==> src/hw/fpFormatPkg.sv <==
`default_nettype none

package fpFormatPkg;

        // IEEE single-precision field view
        typedef struct packed {
                logic        sign;
                logic [7:0]  exp;
                logic [22:0] frac;
        } fpFields_s;

        // One operand word read raw or by field
        typedef union packed {
                logic [31:0] bits;
                fpFields_s   f;
        } fpWord_u;

        // One-hot operand class
        typedef logic [5:0] fpClass_t;

        localparam int CLASS_BIT_ZERO = 0;
        localparam int CLASS_BIT_SUB  = 1;
        localparam int CLASS_BIT_NORM = 2;
        localparam int CLASS_BIT_INF  = 3;
        localparam int CLASS_BIT_SNAN = 4;
        localparam int CLASS_BIT_QNAN = 5;

        localparam fpClass_t CLASS_ZERO = 6'b000001;
        localparam fpClass_t CLASS_SUB  = 6'b000010;
        localparam fpClass_t CLASS_NORM = 6'b000100;
        localparam fpClass_t CLASS_INF  = 6'b001000;
        localparam fpClass_t CLASS_SNAN = 6'b010000;
        localparam fpClass_t CLASS_QNAN = 6'b100000;

        localparam int EXP_BIAS    = 127;
        localparam int EMIN        = -126;
        localparam int SUBNORM_MIN = -149;

        // Unpacked operand as the multiplier sees it
        typedef struct packed {
                fpWord_u           word;
                logic signed [9:0] exp;
                logic [23:0]       sig;
                fpClass_t          cls;
        } fpOperand_s;

        // Class of a packed word, each bit decoded from the fields on its own
        // The top fraction bit marks a quiet NaN
        function automatic fpClass_t classOf(fpWord_u w);
                fpClass_t cls;
                logic     expOnes;
                logic     expZero;
                logic     fracZero;
                expOnes  = (w.f.exp == 8'hFF);
                expZero  = (w.f.exp == 8'h00);
                fracZero = (w.f.frac == 23'd0);
                cls[CLASS_BIT_ZERO] = expZero & fracZero;
                cls[CLASS_BIT_SUB]  = expZero & ~fracZero;
                cls[CLASS_BIT_NORM] = ~expZero & ~expOnes;
                cls[CLASS_BIT_INF]  = expOnes & fracZero;
                cls[CLASS_BIT_SNAN] = expOnes & ~fracZero & ~w.f.frac[22];
                cls[CLASS_BIT_QNAN] = expOnes & w.f.frac[22];
                return cls;
        endfunction

endpackage

`default_nettype wire
==> src/hw/fpOpPkg.sv <==
`default_nettype none

package fpOpPkg;

        import fpFormatPkg::*;

        // RISC-V rounding modes, 5 to 7 fall back to RNE in the rounder
        typedef enum logic [2:0] {
                RNE = 3'd0,
                RTZ = 3'd1,
                RDN = 3'd2,
                RUP = 3'd3,
                RMM = 3'd4
        } roundMode_e;

        // One multiply request
        typedef struct packed {
                fpWord_u    a;
                fpWord_u    b;
                roundMode_e rm;
        } mulReq_s;

        // Product word and its class
        typedef struct packed {
                fpWord_u  value;
                fpClass_t cls;
        } mulRes_s;

endpackage

`default_nettype wire

==> src/hw/fpMulUnit.sv <==
`timescale 1ns/1ns
`default_nettype none

module fpMulUnit import fpFormatPkg::*, fpOpPkg::*; #(
        parameter int SIG_PROD_W = 48
) (
        input  logic    clk_i,
        input  logic    rstN_i,
        input  logic    reqValid_i,
        input  mulReq_s req_i,
        output logic    resValid_o,
        output mulRes_s res_o
);

        fpOperand_s opA;
        fpOperand_s opB;
        fpOperand_s opAReg;
        fpOperand_s opBReg;
        roundMode_e rmReg;
        logic       stageValid;
        mulRes_s    mulRes;

        fpClassify i_classifyA (
                .op_i     (req_i.a),
                .operand_o(opA)
        );

        fpClassify i_classifyB (
                .op_i     (req_i.b),
                .operand_o(opB)
        );

        // Valid bits of both stages
        always_ff @(posedge clk_i) begin
                if (!rstN_i) begin
                        stageValid <= 1'b0;
                        resValid_o <= 1'b0;
                end else begin
                        stageValid <= reqValid_i;
                        resValid_o <= stageValid;
                end
        end

        // Operand stage, holds when idle
        always_ff @(posedge clk_i) begin
                if (reqValid_i) begin
                        opAReg <= opA;
                        opBReg <= opB;
                        rmReg  <= req_i.rm;
                end
        end

        fpMultiply #(
                .SIG_PROD_W(SIG_PROD_W)
        ) i_fpMultiply (
                .rs1_i(opAReg),
                .rs2_i(opBReg),
                .rm_i (rmReg),
                .res_o(mulRes)
        );

        // Result stage
        always_ff @(posedge clk_i) begin
                if (stageValid) begin
                        res_o <= mulRes;
                end
        end

        // Every request comes out exactly two edges later, and nothing else does
        assert property (@(posedge clk_i) disable iff (!rstN_i)
                ##2 (resValid_o == $past(reqValid_i, 2)))
        else $error("fpMulUnit: resValid_o does not follow reqValid_i by two cycles");

endmodule

`default_nettype wire

==> src/hw/fpMultiply.sv <==
`timescale 1ns/1ns
`default_nettype none

module fpMultiply import fpFormatPkg::*, fpOpPkg::*; #(
        parameter int SIG_PROD_W = 48
) (
        input  fpOperand_s rs1_i,
        input  fpOperand_s rs2_i,
        input  roundMode_e rm_i,
        output mulRes_s    res_o
);

        logic                   outSign;
        logic [SIG_PROD_W-1:0]  sigProd;
        logic signed [10:0]     expSum;
        logic [SIG_PROD_W-1:0]  sigNorm;
        logic signed [10:0]     expNorm;
        logic [SIG_PROD_W-1:0]  sigRnd;
        logic [7:0]             expBiased;
        logic [22:0]            fracRnd;
        logic [7:0]             expRnd;
        fpWord_u                outWord;

        assign outSign = rs1_i.word.f.sign ^ rs2_i.word.f.sign;
        assign sigProd = rs1_i.sig * rs2_i.sig;
        assign expSum  = $signed({rs1_i.exp[9], rs1_i.exp}) + $signed({rs2_i.exp[9], rs2_i.exp});

        // One shift at most puts the leading bit into the top
        always_comb begin
                if (sigProd[SIG_PROD_W-1]) begin
                        sigNorm = sigProd;
                        expNorm = expSum + 11'sd1;
                end else begin
                        sigNorm = sigProd << 1;
                        expNorm = expSum;
                end
        end

        // Below EMIN the significand is denormalized and the rounder sees a zero leading bit
        always_comb begin
                if (expNorm < EMIN) begin
                        sigRnd    = sigNorm >> (EMIN - expNorm);
                        expBiased = 8'd0;
                end else begin
                        sigRnd    = sigNorm;
                        expBiased = 8'(expNorm + EXP_BIAS);
                end
        end

        fpRound #(
                .nInt(SIG_PROD_W)
        ) i_fpRound (
                .sign_i(outSign),
                .sig_i (sigRnd),
                .exp_i (expBiased),
                .rm_i  (rm_i),
                .frac_o(fracRnd),
                .exp_o (expRnd)
        );

        always_comb begin
                outWord = '0;

                // NaNs pass through unchanged with quiet before signalling and rs1 first
                if (rs1_i.cls[CLASS_BIT_QNAN] || rs2_i.cls[CLASS_BIT_QNAN]) begin
                        outWord = rs1_i.cls[CLASS_BIT_QNAN] ? rs1_i.word : rs2_i.word;
                end else if (rs1_i.cls[CLASS_BIT_SNAN] || rs2_i.cls[CLASS_BIT_SNAN]) begin
                        outWord = rs1_i.cls[CLASS_BIT_SNAN] ? rs1_i.word : rs2_i.word;
                end else if (rs1_i.cls[CLASS_BIT_INF] || rs2_i.cls[CLASS_BIT_INF]) begin
                        // Inf x 0 is invalid and gives the canonical qNaN with the product sign
                        if (rs1_i.cls[CLASS_BIT_ZERO] || rs2_i.cls[CLASS_BIT_ZERO]) begin
                                outWord.bits = {outSign, 8'hFF, 1'b1, 22'd0};
                        end else begin
                                outWord.bits = {outSign, 8'hFF, 23'd0};
                        end
                end else if (rs1_i.cls[CLASS_BIT_ZERO] || rs2_i.cls[CLASS_BIT_ZERO] ||
                             (rs1_i.cls[CLASS_BIT_SUB] && rs2_i.cls[CLASS_BIT_SUB])) begin
                        // Sub x sub lies far below range and is flushed
                        outWord.bits = {outSign, 31'd0};
                end else if (expNorm < SUBNORM_MIN) begin
                        outWord.bits = {outSign, 31'd0};
                end else if (expNorm > EXP_BIAS) begin
                        outWord.bits = {outSign, 8'hFF, 23'd0};
                end else begin
                        // Subnormal and normal results both come out of the rounder
                        outWord.f.sign = outSign;
                        outWord.f.exp  = expRnd;
                        outWord.f.frac = fracRnd;
                end
        end

        // Class follows the packed word, so a rounded-up subnormal reads as normal
        always_comb begin
                res_o.value = outWord;
                res_o.cls   = classOf(outWord);
                assert final ($onehot(res_o.cls))
                else $error("fpMultiply: result class %b is not one-hot", res_o.cls);
        end

endmodule

`default_nettype wire

==> src/hw/fpRound.sv <==
`timescale 1ns/1ns
`default_nettype none

module fpRound import fpOpPkg::*; #(
        parameter int nInt = 48
) (
        input  logic            sign_i,
        input  logic [nInt-1:0] sig_i,
        input  logic [7:0]      exp_i,
        input  roundMode_e      rm_i,
        output logic [22:0]     frac_o,
        output logic [7:0]      exp_o
);

        logic [22:0] kept;
        logic        guard;
        logic        sticky;
        logic        inexact;
        logic        roundUp;

        // Fraction sits just below the leading bit
        assign kept    = sig_i[nInt-2 -: 23];
        assign guard   = sig_i[nInt-25];
        assign sticky  = |sig_i[nInt-26:0];
        assign inexact = guard | sticky;

        always_comb begin
                case (rm_i)
                        RTZ: begin
                                roundUp = 1'b0;
                        end
                        RDN: begin
                                roundUp = inexact & sign_i;
                        end
                        RUP: begin
                                roundUp = inexact & ~sign_i;
                        end
                        RMM: begin
                                roundUp = guard;
                        end
                        // RNE, also the reserved encodings
                        default: begin
                                roundUp = guard & (sticky | kept[0]);
                        end
                endcase
        end

        // Carry out of the fraction bumps the exponent
        // (subnormal to exponent 1, exponent 254 to infinity)
        assign {exp_o, frac_o} = {exp_i, kept} + 31'(roundUp);

endmodule

`default_nettype wire

==> src/hw/fpClassify.sv <==
`timescale 1ns/1ns
`default_nettype none

module fpClassify import fpFormatPkg::*; (
        input  fpWord_u    op_i,
        output fpOperand_s operand_o
);

        fpClass_t cls;

        assign cls = classOf(op_i);

        always_comb begin
                operand_o.word = op_i;
                operand_o.cls  = cls;
                // Zero and subnormal share the minimum exponent, no hidden bit
                if (op_i.f.exp == 8'h00) begin
                        operand_o.exp = 10'(EMIN);
                        operand_o.sig = {1'b0, op_i.f.frac};
                end else begin
                        operand_o.exp = 10'($signed({2'b00, op_i.f.exp}) - EXP_BIAS);
                        operand_o.sig = {1'b1, op_i.f.frac};
                end
        end

        // Class must be exactly one of the six
        always_comb begin
                assert final ($onehot(cls))
                else $error("fpClassify: class %b of word %h is not one-hot", cls, op_i.bits);
        end

endmodule

`default_nettype wire

==> config.mk <==
export PLATFORM = sky130hd
export DESIGN_NAME = fpMulUnit
export DESIGN_NICKNAME = d
export VERILOG_FILES = /design/src/hw/fpFormatPkg.sv /design/src/hw/fpOpPkg.sv /design/src/hw/fpMulUnit.sv /design/src/hw/fpMultiply.sv /design/src/hw/fpRound.sv /design/src/hw/fpClassify.sv
export SDC_FILE = /design/constraint.sdc
export NUM_CORES = 2
export LEC_CHECK = 0
export BUFFER_PORTS_ARGS = -buffer_cell sky130_fd_sc_hd__clkbuf_2
export CORE_ASPECT_RATIO = 0.9
export CORE_UTILIZATION = 60
export CTS_CLUSTER_DIAMETER = 40
export CTS_CLUSTER_SIZE = 8
export DETAILED_ROUTE_END_ITERATION = 10
export PLACE_DENSITY = 0.8
export SYNTH_ARGS = -nofsm -noshare
export SYNTH_HDL_FRONTEND = slang
export SYNTH_HIERARCHICAL = 1
export SYNTH_SLANG_ARGS = --single-unit
export TNS_END_PERCENT = 50
==> constraint.sdc <==
create_clock -name clk_i -period 12.1 [get_ports clk_i]
set_clock_uncertainty 0.15 [all_clocks]
set_input_delay 1.21 -clock clk_i [delete_from_list [all_inputs] [get_ports clk_i]]
set_output_delay 1.21 -clock clk_i [all_outputs]
set_load 0.005 [all_outputs]
**After elaboration in Yosys (flattened, before gate mapping)**

Cells that the tools add are included.

- Input bits: 70
- Output and inout port bits: 39
- Logic and storage cells: 101
- Register bits after elaboration: 185

- Multipliers: 1
- Magnitude comparators: 3
- Add/sub/neg operators: 7
- Bitwise logic cells: 40
- Reductions and logical operators: 13
- Muxes and demuxes: 16
- Equality and inequality tests: 7
- Shift operators: 1

Operators by type and width:

| kind | number |
|---|---|
| 2-to-1 mux 32 bit | 4 |
| 2-to-1 mux 31 bit | 4 |
| zero test 23 bit | 3 |
| multiplier 24 x 24 -> 48 bit | 1 |
| 2-to-1 mux 24 bit | 2 |
| 2-to-1 mux 48 bit | 1 |
| >> shifter 48 x 32 -> 47 bit | 1 |
| 2-to-1 mux 47 bit | 1 |
| adder 31 x 1 -> 31 bit | 1 |
| AND 1 bit | 24 |
| == test 8 bit (second input constant) | 3 |
| zero test 8 bit | 3 |
| 2-to-1 mux 23 bit | 1 |
| OR reduction 23 bit | 1 |
| subtractor 8 x 7 -> 9 bit (second input constant) | 2 |
| inverter 1 bit | 13 |
| subtractor 8 x 11 -> 12 bit (first input constant) | 1 |
| adder 11 x 2 -> 11 bit (second input constant) | 1 |
| greater-than comparator 11 x 8 -> 1 bit (second input constant) | 1 |
| less-than comparator 11 x 8 -> 1 bit (second input constant) | 1 |
| less-than comparator 11 x 9 -> 1 bit (second input constant) | 1 |
| 2-to-1 mux 11 bit | 1 |
| adder 9 x 9 -> 10 bit | 1 |
| adder 8 bit (second input constant) | 1 |
| 9 further kinds | 15 |

**Logic depth before layout (Yosys ltp)**

- Depth in word-level cells: 21
- Mapped depth: 60
- Mapped depth without buffers: 53

**By module**

Netlist, hierarchy kept.

Modules (own cells, without submodules):

| module | area an instance (sq um) | cells an instance | sequential area each (sq um) | times used |
|---|---|---|---|---|
| fpMultiply | 26,111.3 | 3,313 | 0.0 | 1 |
| fpMulUnit | 5,607.9 | 189 | 5,595.4 | 1 |
| fpClassify | 700.7 | 99 | 0.0 | 2 |
| fpRound | 696.9 | 100 | 0.0 | 1 |

**Worst setup path after synthesis**

OpenSTA, ideal clock, no wires.

- Path type: register to register
- Start: register opBReg[6] in the netlist's numbering
- End: register res_o[4] in the netlist's numbering, data pin
- Required time: 11.681 ns
- Setup slack: -1.112 ns
- Arrival time: 12.792 ns
- Period minus slack after synthesis: 13.212 ns
- Buffers on the path: 8
- Cell stages (with the launch flop): 59
- Setup time: 0.269 ns
- Cell sequence: edfxtp_1 -> clkbuf_1 -> and2_1 -> fa_1 -> fa_1 -> inv_1 -> fa_1 -> inv_1 -> fa_1 -> inv_1 -> fa_1 -> inv_1 -> fa_1 -> inv_1 -> fa_1 -> inv_1 -> ha_1 -> clkbuf_1 -> [... 23 more ...] -> o2111ai_1 -> nor4_1 -> nand4_1 -> nor2_1 -> a22oi_1 -> ha_1 -> ha_1 -> nand4_2 -> nor4_4 -> nand2_1 -> xnor2_1 -> o221ai_1 -> o2111ai_1 -> nor3_1 -> a31oi_1 -> or4_1 -> nor4_2 -> nor4_1

RTL lines:

| item | line | RTL |
|---|---|---|
| start, declared | fpMulUnit.sv:18 | `fpOperand_s opBReg;` |
| start signal, assigned | fpMulUnit.sv:48 | `opBReg <= opB;` |
| end signal, assigned | fpMulUnit.sv:65 | `res_o <= mulRes;` |
| end, declared | fpMulUnit.sv:12 | `output mulRes_s res_o` |

==> results.json <==
{
  "outcome": "finished with violations",
  "violations": "negative setup slack",
  "worst_pin_slew_ps": 1230,
  "hold_class": "reg2reg",
  "via_per_inst": 6.13,
  "final_min_period_over_clock_period_pct": 101,
  "grt_pass1_wl_um": 161000,
  "ff_latch_area_mm2": 0.00554,
  "slowest_stage": "sky130_fd_sc_hd__fa_1",
  "tritoncts_buffer_count": 17,
  "post_cts_hold_buffer_count": 0,
  "fp.coreArea_mm2": 0.0556,
  "grt_max_degree": 83,
  "drt-pass1-iter-count": 8,
  "grt_remaining_overflow": 0,
  "postRouteAntennaNets": 0,
  "setup.worst_path.start_class": "flip-flop",
  "num_vias": 29800,
  "synthesis.instances": 3793,
  "maxCapViolations": 0,
  "drtIter0Drc": 3226,
  "report.final.hold_viol_count": 0,
  "type_of_destination_of_the_critical_path": "flip-flop",
  "overall_global_routing_resource_usage_pct": 36.4,
  "die_area_mm2": 0.0572,
  "drt-wirelength-per-cell_um": 21.8,
  "clkTransAtPathRegs_ps": 80,
  "first_global_vias": 29400,
  "max_stage_delay_ps": 580,
  "drcViolationCount": 0,
  "category_of_the_critical_setup_timing_path": "reg2reg",
  "clk_latency_ps": 460,
  "yosysWarningCount": 6,
  "post-dp-hpwl_um": 84100,
  "achievable_frequency_mhz": 81.6,
  "mappedNetlistNets": 4541,
  "port_buffers": 108,
  "fillCellCount": 3952,
  "post_synth.cell_area_avg_um2": 8.89,
  "cts_buffer_depth": 2,
  "finalNetCount": 4842,
  "gp_congestion": 1.07,
  "die_x_um": 252,
  "initial_core_util_pct": 60.7,
  "cts_tree": "done",
  "critical_path_required_ps": 12140,
  "slew_violations": 0,
  "timing.reg2reg.setup_slack_ps": -160,
  "cp.arrival_ps": 12310,
  "multi_input_area_mm2": 0.0252,
  "numClockSinks": 185,
  "die_height_um": 227,
  "area_growth_syn_to_fin_pct": 16.6,
  "max_slew_margin_pct": 17.6,
  "detail_route.wirelength_um": 106000,
  "setup_repair_after_global_routing_missed_its_margin": "true",
  "critical_path_peak_fanout": 31,
  "critical_path.most_common_cell": "sky130_fd_sc_hd__fa_1",
  "boundary_pin_count": 109,
  "synth_area_mm2": 0.0337,
  "grt_antenna_before_repair": 6,
  "tns_ps": -585,
  "layout-drive-gt1-share_pct": 20.6,
  "root_buffer": "sky130_fd_sc_hd__clkbuf_16",
  "cts.htree.levels": 4,
  "period_minus_slack_ps": 12260,
  "final.setup.worst_slack_ps": -161,
  "setup_viols_final": 5,
  "rows": 82
}
## state kept, by name, indices dropped and copies added, names as in the netlist
name and cells:
res_o 38, rmReg 3, stageValid 1, opAReg 71, opBReg 71, resValid_o 1
## cell usage in the layout (no fill, tap or decap), types with 12 or more instances in the layout
master,count
sky130_fd_sc_hd__a211oi_1,14
sky130_fd_sc_hd__a21o_1,33
sky130_fd_sc_hd__a21oi_1,90
sky130_fd_sc_hd__a22oi_1,27
sky130_fd_sc_hd__a31oi_1,23
sky130_fd_sc_hd__and2_1,286
sky130_fd_sc_hd__and3_1,18
sky130_fd_sc_hd__and4_1,14
sky130_fd_sc_hd__buf_12,38
sky130_fd_sc_hd__buf_4,423
sky130_fd_sc_hd__buf_6,18
sky130_fd_sc_hd__clkbuf_16,22
sky130_fd_sc_hd__clkbuf_2,107
sky130_fd_sc_hd__edfxtp_1,183
sky130_fd_sc_hd__fa_1,473
sky130_fd_sc_hd__ha_1,186
sky130_fd_sc_hd__inv_1,569
sky130_fd_sc_hd__mux2_2,15
sky130_fd_sc_hd__mux2i_1,49
sky130_fd_sc_hd__nand2_1,487
sky130_fd_sc_hd__nand2b_1,19
sky130_fd_sc_hd__nand3_1,53
sky130_fd_sc_hd__nand4_1,40
sky130_fd_sc_hd__nor2_1,186
sky130_fd_sc_hd__nor3_1,31
sky130_fd_sc_hd__nor4_1,17
sky130_fd_sc_hd__o211ai_1,28
sky130_fd_sc_hd__o21a_1,16
sky130_fd_sc_hd__o21ai_0,108
sky130_fd_sc_hd__o221ai_1,21
sky130_fd_sc_hd__o22a_1,12
sky130_fd_sc_hd__o22ai_1,23
sky130_fd_sc_hd__o31a_1,14
sky130_fd_sc_hd__o31ai_1,13
sky130_fd_sc_hd__or3_1,12
sky130_fd_sc_hd__xnor2_1,71
sky130_fd_sc_hd__xor2_1,28
## critical path, delay by kind of cell, from the launching register on
kind            cells  cell delay [ps]
fa+ha+maj          11             4630
simple gates       15             2790
buf+inv            14             1700
compound gates      8              980
mux                 2              850
flops               1              430
xor+xnor            2              420
## routing by layer
metal,global-route usage (%),vias to the layer above,part of all wire [%]
met5,0,-,0.068
met4,12.6,10,4.7
met3,8.03,439,11
met1,48.9,14500,38
li1,-,12900,-
met2,58.3,1927,46
## through the flow
step / instances / instance area, um^2 / utilization, % / setup WS (ps) / hold WS [ps]
CTS: 4825 / 38300 / 68.9 / 0.703 / 486
floorplan: 3793 / 34100 / - / -75.3 / 414
detailed placement: 4787 / 37500 / 67.5 / -294 / 467
global placement: 4787 / 37500 / 67.5 / -202 / 453
finish: 4866 / 39300 / 70.7 / -161 / 486
global route: 4863 / 39300 / 70.7 / -502 / 511
## final cells by class
cell class	instances	share of cell area, %
multi-input combinational	2720	64.1
sequential	185	14.1
timing repair buffer	592	12.3
inverter	578	5.52
tap	756	2.40
clock buffer	17	1.08
clock inverter	15	0.522
antenna	3	0.0191
## timing repair
action,4_1_cts,5_1_grt
setup buffers,6,34
cloned,0,5
gates resized for setup,13,145
setup endpoints to repair,5,8
pin swaps,10,72
## final timing paths
check        startpoint        end  cells past startpoint
max          opAReg[19]   res_o[1]                     52
min          opAReg[71]  res_o[37]                      1
max reg2reg  opAReg[19]   res_o[1]                     52
min reg2reg  opAReg[71]  res_o[37]                      1
Power is not shown: default switching activity piles up to over one toggle a cycle in this logic, so the estimate is an artifact.
